<file path="config.mk">
export PLATFORM = sky130hd
export DESIGN_NAME = addressGenerator
export DESIGN_NICKNAME = d
export VERILOG_FILES = /design/src/rtl/dagPkg.sv /design/src/rtl/addressGenerator.sv /design/src/rtl/accessSequencer.sv /design/src/rtl/dagRegisterFile.sv /design/src/rtl/moduloUpdate.sv /design/src/rtl/lookaheadAdder.sv
export SDC_FILE = /design/constraint.sdc
export NUM_CORES = 1
export LEC_CHECK = 0
export BUFFER_PORTS_ARGS = -buffer_cell sky130_fd_sc_hd__buf_4
export CAP_MARGIN = 5
export CORE_MARGIN = 2
export CORE_UTILIZATION = 50
export CTS_BUF_LIST = sky130_fd_sc_hd__clkbuf_2 sky130_fd_sc_hd__clkbuf_4 sky130_fd_sc_hd__clkbuf_8
export DETAILED_ROUTE_END_ITERATION = 6
export HOLD_SLACK_MARGIN = 0.08
export PLACE_DENSITY = 0.78
export SYNTH_ARGS = -nofsm -noshare
export SYNTH_HDL_FRONTEND = slang
export SYNTH_SLANG_ARGS = --single-unit
</file>
<file path="constraint.sdc">
create_clock -name clk -period 6.8 [get_ports clk]
set_input_delay 0.68 -clock clk [delete_from_list [all_inputs] [get_ports clk]]
set_output_delay 0.68 -clock clk [all_outputs]
set_load 0.05 [all_outputs]
</file>
<file path="src/rtl/dagPkg.sv">
package dagPkg;

  // ~~~~~~~~~~~~~~~~~~~~~~~~~~~~~~~~~~~~~~~~~~~~~~~~~~~~~~~~~~~~~~~~~~~~~~~~~
  // widths and counts.
  // ~~~~~~~~~~~~~~~~~~~~~~~~~~~~~~~~~~~~~~~~~~~~~~~~~~~~~~~~~~~~~~~~~~~~~~~~~

  localparam int addrWidth = 14;
  localparam int numRegs = 4;

  // an index, a two's complement modifier or a buffer length.
  typedef logic [addrWidth-1:0] addrT;

  // picks one register out of a bank.
  typedef logic [$clog2(numRegs)-1:0] regSelT;

  typedef enum logic [1:0]
  {
    kindIndex,
    kindModify,
    kindLength
  } regKindT;

  typedef enum logic
  {
    opWrite,
    opAccess
  } dagOpT;

  typedef enum logic [1:0]
  {
    stIdle,
    stExecute,
    stAck,
    stRelease
  } seqStateT;

  // ~~~~~~~~~~~~~~~~~~~~~~~~~~~~~~~~~~~~~~~~~~~~~~~~~~~~~~~~~~~~~~~~~~~~~~~~~
  // request channel payloads.
  // ~~~~~~~~~~~~~~~~~~~~~~~~~~~~~~~~~~~~~~~~~~~~~~~~~~~~~~~~~~~~~~~~~~~~~~~~~

  // kind and data are only meaningful for a write.
  typedef struct packed
  {
    dagOpT   op;
    regKindT kind;
    regSelT  indexSel;
    regSelT  modifySel;
    addrT    data;
  } dagRequestT;

  typedef struct packed
  {
    addrT address;
    logic wrap;
  } dagResponseT;

endpackage
</file>
<file path="src/rtl/addressGenerator.sv">
`timescale 1ns/100ps

module addressGenerator
(
  input  logic                clk,
  input  logic                reset,
  input  logic                req,
  input  dagPkg::dagRequestT  request,
  output logic                ack,
  output dagPkg::dagResponseT response
);

  logic             writeEnable;
  dagPkg::regKindT  writeKind;
  dagPkg::regSelT   writeSel;
  dagPkg::addrT     writeData;
  dagPkg::regSelT   indexSel;
  dagPkg::regSelT   modifySel;
  dagPkg::addrT     currentIndex;
  dagPkg::addrT     currentModifier;
  dagPkg::addrT     currentLength;
  dagPkg::addrT     newIndex;
  logic             wrapFlag;

  accessSequencer u_sequencer
  (
    .clk          (clk),
    .reset        (reset),
    .req          (req),
    .request      (request),
    .ack          (ack),
    .response     (response),
    .writeEnable  (writeEnable),
    .writeKind    (writeKind),
    .writeSel     (writeSel),
    .writeData    (writeData),
    .indexSel     (indexSel),
    .modifySel    (modifySel),
    .currentIndex (currentIndex),
    .newIndex     (newIndex),
    .wrap         (wrapFlag)
  );

  dagRegisterFile u_registers
  (
    .clk         (clk),
    .reset       (reset),
    .writeEnable (writeEnable),
    .writeKind   (writeKind),
    .writeSel    (writeSel),
    .writeData   (writeData),
    .indexSel    (indexSel),
    .modifySel   (modifySel),
    .index       (currentIndex),
    .modifier    (currentModifier),
    .length      (currentLength)
  );

  // combinational, so the new index is ready in the same cycle as the read.
  moduloUpdate u_modulo
  (
    .index    (currentIndex),
    .modifier (currentModifier),
    .length   (currentLength),
    .newIndex (newIndex),
    .wrap     (wrapFlag)
  );

endmodule

</file>
<file path="src/rtl/accessSequencer.sv">
`timescale 1ns/100ps

module accessSequencer
(
  input  logic                clk,
  input  logic                reset,
  input  logic                req,
  input  dagPkg::dagRequestT  request,
  output logic                ack,
  output dagPkg::dagResponseT response,
  output logic                writeEnable,
  output dagPkg::regKindT     writeKind,
  output dagPkg::regSelT      writeSel,
  output dagPkg::addrT        writeData,
  output dagPkg::regSelT      indexSel,
  output dagPkg::regSelT      modifySel,
  input  dagPkg::addrT        currentIndex,
  input  dagPkg::addrT        newIndex,
  input  logic                wrap
);

  dagPkg::seqStateT   state;
  dagPkg::dagRequestT held;
  logic               isAccess;

  // the request is captured once, on the edge that accepts it.
  always_ff @(posedge clk)
  begin
    if (state == dagPkg::stIdle && req)
    begin
      held <= request;
    end
  end

  assign isAccess = (held.op == dagPkg::opAccess);
  assign indexSel = held.indexSel;
  assign modifySel = held.modifySel;

  // ~~~~~~~~~~~~~~~~~~~~~~~~~~~~~~~~~~~~~~~~~~~~~~~~~~~~~~~~~~~~~~~~~~~~~~~~~
  // write port.
  // ~~~~~~~~~~~~~~~~~~~~~~~~~~~~~~~~~~~~~~~~~~~~~~~~~~~~~~~~~~~~~~~~~~~~~~~~~

  // only stExecute writes, so a held req never causes a second update.
  assign writeEnable = (state == dagPkg::stExecute);

  // an access post-modifies I; a write to M is addressed by modifySel, a
  // write to I or L by indexSel.
  always_comb
  begin
    if (isAccess)
    begin
      writeKind = dagPkg::kindIndex;
      writeSel = held.indexSel;
      writeData = newIndex;
    end
    else
    begin
      writeKind = held.kind;
      writeSel = (held.kind == dagPkg::kindModify) ? held.modifySel : held.indexSel;
      writeData = held.data;
    end
  end

  // ~~~~~~~~~~~~~~~~~~~~~~~~~~~~~~~~~~~~~~~~~~~~~~~~~~~~~~~~~~~~~~~~~~~~~~~~~
  // handshake FSM.
  // ~~~~~~~~~~~~~~~~~~~~~~~~~~~~~~~~~~~~~~~~~~~~~~~~~~~~~~~~~~~~~~~~~~~~~~~~~

  always_ff @(posedge clk)
  begin
    if (reset)
    begin
      state <= dagPkg::stIdle;
      ack <= 1'b0;
      response <= '0;
    end
    else
    begin
      case (state)
        dagPkg::stIdle:
        begin
          if (req)
          begin
            state <= dagPkg::stExecute;
          end
        end
        dagPkg::stExecute:
        begin
          // the old index goes out, the register takes the new one.
          response.address <= isAccess ? currentIndex : held.data;
          response.wrap <= isAccess & wrap;
          state <= dagPkg::stAck;
        end
        dagPkg::stAck:
        begin
          ack <= 1'b1;
          state <= dagPkg::stRelease;
        end
        dagPkg::stRelease:
        begin
          if (!req)
          begin
            ack <= 1'b0;
            state <= dagPkg::stIdle;
          end
        end
        default:
        begin
          state <= dagPkg::stIdle;
        end
      endcase
    end
  end

endmodule

</file>
<file path="src/rtl/dagRegisterFile.sv">
`timescale 1ns/100ps

module dagRegisterFile
(
  input  logic             clk,
  input  logic             reset,
  input  logic             writeEnable,
  input  dagPkg::regKindT  writeKind,
  input  dagPkg::regSelT   writeSel,
  input  dagPkg::addrT     writeData,
  input  dagPkg::regSelT   indexSel,
  input  dagPkg::regSelT   modifySel,
  output dagPkg::addrT     index,
  output dagPkg::addrT     modifier,
  output dagPkg::addrT     length
);

  dagPkg::addrT indexRegs [dagPkg::numRegs];
  dagPkg::addrT modifyRegs [dagPkg::numRegs];
  dagPkg::addrT lengthRegs [dagPkg::numRegs];

  // one write per cycle into whichever bank writeKind names.
  always_ff @(posedge clk)
  begin
    if (reset)
    begin
      for (int i = 0; i < dagPkg::numRegs; i++)
      begin
        indexRegs[i] <= '0;
        modifyRegs[i] <= '0;
        lengthRegs[i] <= '0;
      end
    end
    else if (writeEnable)
    begin
      case (writeKind)
        dagPkg::kindIndex:
        begin
          indexRegs[writeSel] <= writeData;
        end
        dagPkg::kindModify:
        begin
          modifyRegs[writeSel] <= writeData;
        end
        dagPkg::kindLength:
        begin
          lengthRegs[writeSel] <= writeData;
        end
        default:
        begin
        end
      endcase
    end
  end

  assign index = indexRegs[indexSel];
  assign modifier = modifyRegs[modifySel];

  // each length belongs to its index register, so it follows indexSel.
  assign length = lengthRegs[indexSel];

endmodule

</file>
<file path="src/rtl/moduloUpdate.sv">
`timescale 1ns/100ps

module moduloUpdate
(
  input  dagPkg::addrT index,
  input  dagPkg::addrT modifier,
  input  dagPkg::addrT length,
  output dagPkg::addrT newIndex,
  output logic         wrap
);

  dagPkg::addrT upperMask;
  dagPkg::addrT lowerMask;
  dagPkg::addrT baseMask;
  dagPkg::addrT offsetMask;
  dagPkg::addrT base;
  dagPkg::addrT offset;
  dagPkg::addrT result;
  logic         notPow2;
  logic         lengthNonZero;
  logic         modNeg;
  logic [14:0]  offsetExt;
  logic [14:0]  modifierExt;
  logic [14:0]  lengthExt;
  logic [14:0]  csaSum;
  logic [13:0]  csaCarry;
  logic [14:0]  sumAM;
  logic [14:0]  sumAML;

  // ~~~~~~~~~~~~~~~~~~~~~~~~~~~~~~~~~~~~~~~~~~~~~~~~~~~~~~~~~~~~~~~~~~~~~~~~~
  // length decode.
  // ~~~~~~~~~~~~~~~~~~~~~~~~~~~~~~~~~~~~~~~~~~~~~~~~~~~~~~~~~~~~~~~~~~~~~~~~~

  // upperMask fills from the highest set bit of L downwards, lowerMask
  // fills from the lowest set bit upwards.
  always_comb
  begin : maskDecode
    logic fillDown;
    logic fillUp;
    fillDown = 1'b0;
    fillUp = 1'b0;
    for (int i = dagPkg::addrWidth - 1; i >= 0; i--)
    begin
      fillDown = fillDown | length[i];
      upperMask[i] = fillDown;
    end
    for (int i = 0; i < dagPkg::addrWidth; i++)
    begin
      fillUp = fillUp | length[i];
      lowerMask[i] = fillUp;
    end
  end

  // more than one bit set in L.
  assign notPow2 = |(length & (length - 1'b1));
  assign lengthNonZero = |length;

  // for L = 0 both masks are zero, so the offset takes all 14 bits.
  assign baseMask = notPow2 ? ~upperMask : lowerMask;
  assign offsetMask = notPow2 ? upperMask : ~lowerMask;

  assign base = index & baseMask;
  assign offset = index & offsetMask;

  // ~~~~~~~~~~~~~~~~~~~~~~~~~~~~~~~~~~~~~~~~~~~~~~~~~~~~~~~~~~~~~~~~~~~~~~~~~
  // offset arithmetic.
  // ~~~~~~~~~~~~~~~~~~~~~~~~~~~~~~~~~~~~~~~~~~~~~~~~~~~~~~~~~~~~~~~~~~~~~~~~~

  assign modNeg = modifier[dagPkg::addrWidth-1];
  assign offsetExt = {1'b0, offset};
  assign modifierExt = {modNeg, modifier};

  // a negative step may need L added back, a positive one L taken off.
  // -L is the inverted length plus the carry-in of the second adder.
  assign lengthExt = modNeg ? {1'b0, length} : {1'b1, ~length};

  lookaheadAdder u_sumAM
  (
    .a       (offsetExt),
    .b       (modifierExt),
    .carryIn (1'b0),
    .sum     (sumAM)
  );

  // three operands reduced to two before the second adder.
  assign csaSum = offsetExt ^ modifierExt ^ lengthExt;
  assign csaCarry = (offsetExt[13:0] & modifierExt[13:0])
                  | (offsetExt[13:0] & lengthExt[13:0])
                  | (modifierExt[13:0] & lengthExt[13:0]);

  lookaheadAdder u_sumAML
  (
    .a       (csaSum),
    .b       ({csaCarry, 1'b0}),
    .carryIn (~modNeg),
    .sum     (sumAML)
  );

  // ~~~~~~~~~~~~~~~~~~~~~~~~~~~~~~~~~~~~~~~~~~~~~~~~~~~~~~~~~~~~~~~~~~~~~~~~~
  // result select.
  // ~~~~~~~~~~~~~~~~~~~~~~~~~~~~~~~~~~~~~~~~~~~~~~~~~~~~~~~~~~~~~~~~~~~~~~~~~

  // bit 14 of each sum is its sign. With L = 0 the corrected sum equals the
  // plain sum, so either choice gives the linear result.
  always_comb
  begin
    if (modNeg)
    begin
      result = sumAM[14] ? sumAML[13:0] : sumAM[13:0];
    end
    else
    begin
      result = sumAML[14] ? sumAM[13:0] : sumAML[13:0];
    end
  end

  assign newIndex = base | result;

  // the buffer end was crossed in the direction of the step.
  assign wrap = lengthNonZero & (modNeg ? sumAM[14] : ~sumAML[14]);

endmodule

</file>
<file path="src/rtl/lookaheadAdder.sv">
`timescale 1ns/100ps

module lookaheadAdder
(
  input  logic [14:0] a,
  input  logic [14:0] b,
  input  logic        carryIn,
  output logic [14:0] sum
);

  logic [14:0] gen;
  logic [14:0] prop;
  logic [14:0] half;
  logic        genStart;
  logic [6:0]  gen1;
  logic [6:1]  prop1;
  logic [2:0]  gen2;
  logic [2:1]  prop2;
  logic        gen3;
  logic [14:0] carry;

  // bit level terms. genStart folds the carry-in into bit zero.
  assign gen = a & b;
  assign prop = a | b;
  assign half = a ^ b;
  assign genStart = gen[0] | (prop[0] & carryIn);

  // ~~~~~~~~~~~~~~~~~~~~~~~~~~~~~~~~~~~~~~~~~~~~~~~~~~~~~~~~~~~~~~~~~~~~~~~~~
  // groups of two, four and eight bits.
  // ~~~~~~~~~~~~~~~~~~~~~~~~~~~~~~~~~~~~~~~~~~~~~~~~~~~~~~~~~~~~~~~~~~~~~~~~~

  assign gen1[0] = gen[1] | (prop[1] & genStart);
  for (genvar j = 1; j < 7; j++)
  begin : pairLevel
    assign gen1[j] = gen[2*j+1] | (prop[2*j+1] & gen[2*j]);
    assign prop1[j] = prop[2*j+1] & prop[2*j];
  end

  assign gen2[0] = gen1[1] | (prop1[1] & gen1[0]);
  assign gen2[1] = gen1[3] | (prop1[3] & gen1[2]);
  assign gen2[2] = gen1[5] | (prop1[5] & gen1[4]);
  assign prop2[1] = prop1[3] & prop1[2];
  assign prop2[2] = prop1[5] & prop1[4];

  // carry out of bits 7..0.
  assign gen3 = gen2[1] | (prop2[1] & gen2[0]);

  // ~~~~~~~~~~~~~~~~~~~~~~~~~~~~~~~~~~~~~~~~~~~~~~~~~~~~~~~~~~~~~~~~~~~~~~~~~
  // carries into each bit, then the sum.
  // ~~~~~~~~~~~~~~~~~~~~~~~~~~~~~~~~~~~~~~~~~~~~~~~~~~~~~~~~~~~~~~~~~~~~~~~~~

  assign carry[0] = carryIn;
  assign carry[1] = genStart;
  assign carry[2] = gen1[0];
  assign carry[3] = gen[2] | (prop[2] & gen1[0]);
  assign carry[4] = gen2[0];
  assign carry[5] = gen[4] | (prop[4] & gen2[0]);
  assign carry[6] = gen1[2] | (prop1[2] & gen2[0]);
  assign carry[7] = gen[6] | (prop[6] & carry[6]);
  assign carry[8] = gen3;
  assign carry[9] = gen[8] | (prop[8] & gen3);
  assign carry[10] = gen1[4] | (prop1[4] & gen3);
  assign carry[11] = gen[10] | (prop[10] & carry[10]);
  assign carry[12] = gen2[2] | (prop2[2] & gen3);
  assign carry[13] = gen[12] | (prop[12] & carry[12]);
  assign carry[14] = gen1[6] | (prop1[6] & carry[12]);

  assign sum = half ^ carry;

endmodule

</file>
==> flow_metrics.env <==
export IMPL_fillers=1948
export IMPL_gp_congestion=1.03
export IMPL_pin_count=40
export IMPL_cts_buffer_depth=3
export IMPL_cts_hold_buf=0
export IMPL_syn_inst=1025
export IMPL_hp_class="in -> reg"
export IMPL_cts_buffers=35
export IMPL_synth_edff_count=189
export IMPL_critPathLaunchType="register"
export IMPL_track_usage=0.259
export IMPL_final_antenna_net_count=0
export IMPL_syn_area_sq_mm=0.0121
export IMPL_synth_cell_types=73
export IMPL_yosysWarnings=0
export IMPL_worst_pin_slew_ns=1.35
export IMPL_ys_flop_type="edfxtp_1"
export IMPL_antenna_found_initial=0
export IMPL_clock_sinks=211
export IMPL_finalCriticalPeriod_ns=6.42
export IMPL_synth_seq_cells=211
export IMPL_drive_gt1_frac=0.184
export IMPL_dieWidth_um=159
export IMPL_drv_cap=0
export IMPL_final_cell_count_no_fill=1417
export IMPL_synth_top_area_frac=0.470
export IMPL_dpl_cell_area_sq_mm=0.0127
export IMPL_final_nets=1175
export IMPL_path_clk_slew_ns=0.07
export IMPL_max_slew_margin_rel=0.0939
export IMPL_synth_area_leader_cell="edfxtp_1"
export IMPL_rsz0062_at_grt="false"
export IMPL_yosysMostFrequentCell="edfxtp_1"
export IMPL_cts_root_buf="clkbuf_8"
export IMPL_grt_pass1_wl_um=49800
export IMPL_syn_to_final_growth_pct=11.5
export IMPL_worst_setup_path_end_kind="register"
export IMPL_dp_hpwl_um=23500
export IMPL_vias=8639
export IMPL_synth_area_leaders="edfxtp_1 47%, mux4_2 7.7%, nor2_1 5.8%"
export IMPL_grt_max_degree=48
export IMPL_wl_per_cell_um=23.3
export IMPL_clock_skew_ns=0.0313
export IMPL_slew_violations=0
export IMPL_first_pass_iters=5
export IMPL_routed_wirelength_um=33000
export IMPL_routed_via_density=6.10
export IMPL_fp_row_count=56
export IMPL_design_area_sq_mm=0.0135
export IMPL_cts_tree="yes"
export IMPL_fmax_mhz=156
export IMPL_status="finished, final reports clean"
export IMPL_timing_final_crit_share=0.944
export IMPL_coreArea_sq_mm=0.0236
export IMPL_dp_cells=1352
export IMPL_netlist_top_cells_count="189 x edfxtp_1, 185 x nor2_1, 75 x inv_1, 55 x ha_1, 52 x nand2_1"
export IMPL_htreeDepth=2
export IMPL_worstSetupPathType="reg -> reg"
export IMPL_clock_latency_ns=0.57
export IMPL_synthArstFlopShare=0
export IMPL_syn_mean_instance_area_sq_um=11.8
export IMPL_die_area_sq_mm=0.0254
export IMPL_dieHeight_um=159
export IMPL_diodes=0
export IMPL_cp_required_ns=7.07
export IMPL_arrival_ns=6.69
export IMPL_drc_errors=0
export IMPL_syn_nets=1129
export IMPL_initial_core_util=0.511
export IMPL_io_buffer_count=39
export IMPL_setup_viol=0
export IMPL_critPathMaxFanout=13
export IMPL_grt_overflow_total=0
export IMPL_hold_viol_final=0
export IMPL_grt_pass1_vias=8629
export IMPL_drtIter0Drc=1241
export IMPL_ys_seq_area_frac=0.507
==> stage by stage <==
step / setup TNS, ns / util / hold slack (ns) / setup WS (ns)
after floorplan: 0 / - / 0.474 / 0.620
after global placement: 0 / 0.538 / 0.462 / 0.0513
after detailed placement: -0.243 / 0.538 / 0.473 / -0.0431
after CTS: 0 / 0.569 / 0.274 / 0.0846
after global routing: 0 / 0.570 / 0.278 / 0.0497
final: 0 / 0.570 / 0.288 / 0.379
==> timing repair <==
item,4_1_cts,5_1_grt
setup endpoints to repair,8,80
resized for setup,1,3
setup buffers,0,1
pin swaps,0,1
==> final timing paths <==
kind	from	endpoint	slack, ns	depth (start not counted)
worst max register to register	register	u_registers.modifyRegs[0][3]	0.38	20
worst max-delay path	register	u_registers.modifyRegs[0][3]	0.38	20
worst min-delay path	request[3]	u_sequencer.held[3]	0.29	1
worst min register to register	u_sequencer.response[4]	u_sequencer.response[4]	0.48	2
==> flip-flops by register name, summed over array words and instances, names as in the netlist, named ones only <==
| name | count |
|---|---|
| u_registers.lengthRegs | 56 |
| u_registers.indexRegs | 56 |
| u_sequencer.indexSel | 2 |
| u_sequencer.held | 16 |
| u_sequencer.ack | 1 |
| u_sequencer.isAccess | 1 |
| u_registers.modifyRegs | 56 |
| u_sequencer.state | 2 |
| u_sequencer.modifySel | 2 |
| u_sequencer.response | 15 |
==> critical path, stage by stage (launching register included) <==
cell and delay (ns):
dfxtp_4 0.49, mux4_2 0.65, or4_1 0.71, o21ai_4 0.20, nand4_1 0.10, buf_4 0.18
mux2_2 0.33, nand2_1 0.13, inv_1 0.09, fa_1 0.50, inv_1 0.05, ha_1 0.21
nor3b_1 0.21, nor3_1 0.09, a21oi_1 0.22, o22ai_1 0.19, o31a_1 0.42, xnor2_1 0.41
mux2_2 0.24, o2111a_1 0.60, nor2_1 0.13
==> routing by layer <==
layer / up-vias / GRT usage / part of all wire
met5: - / 0 / 0
met4: 0 / 0.117 / 0.049
met3: 116 / 0.0534 / 0.10
met2: 501 / 0.422 / 0.47
met1: 4239 / 0.339 / 0.38
li1: 3783 / - / -
==> final cells by class <==
| class | instances | area, sq um | share of cell area |
|---|---|---|---|
| clock inverter | 9 | 63.8 | 0.00474 |
| clock buffer | 55 | 657 | 0.0488 |
| sequential | 211 | 6120 | 0.455 |
| multi-input combinational | 683 | 5450 | 0.405 |
| tap | 319 | 399 | 0.0297 |
| inverter | 76 | 285 | 0.0212 |
| timing repair buffer | 64 | 480 | 0.0357 |
==> cells by family after synthesis <==
group	Yosys count	share of synthesized area
simple gates	371	0.142
flops	211	0.507
buf+inv	131	0.0438
compound gates	126	0.0795
fa+ha+maj	81	0.0993
mux	73	0.104
xor+xnor	32	0.0248
==> layout by cell type, fill, tap and decap left out, types with 7 or more instances in the layout <==
| cell type | instances |
|---|---|
| a211oi_1 | 14 |
| a21oi_1 | 32 |
| a221oi_1 | 7 |
| and3_1 | 12 |
| buf_4 | 64 |
| clkbuf_4 | 16 |
| clkbuf_8 | 39 |
| dfxtp_1 | 21 |
| edfxtp_1 | 189 |
| fa_1 | 25 |
| ha_1 | 55 |
| inv_1 | 75 |
| mux2_2 | 10 |
| mux2i_1 | 22 |
| mux4_2 | 41 |
| nand2_1 | 52 |
| nand2b_1 | 14 |
| nand3_1 | 9 |
| nor2_1 | 185 |
| nor2b_1 | 9 |
| nor3_1 | 45 |
| o21ai_0 | 14 |
| o21bai_1 | 8 |
| xnor2_1 | 22 |
| xor2_1 | 9 |
Power is not shown: default switching activity piles up to over one toggle a cycle in this logic, so the estimate is an artifact.
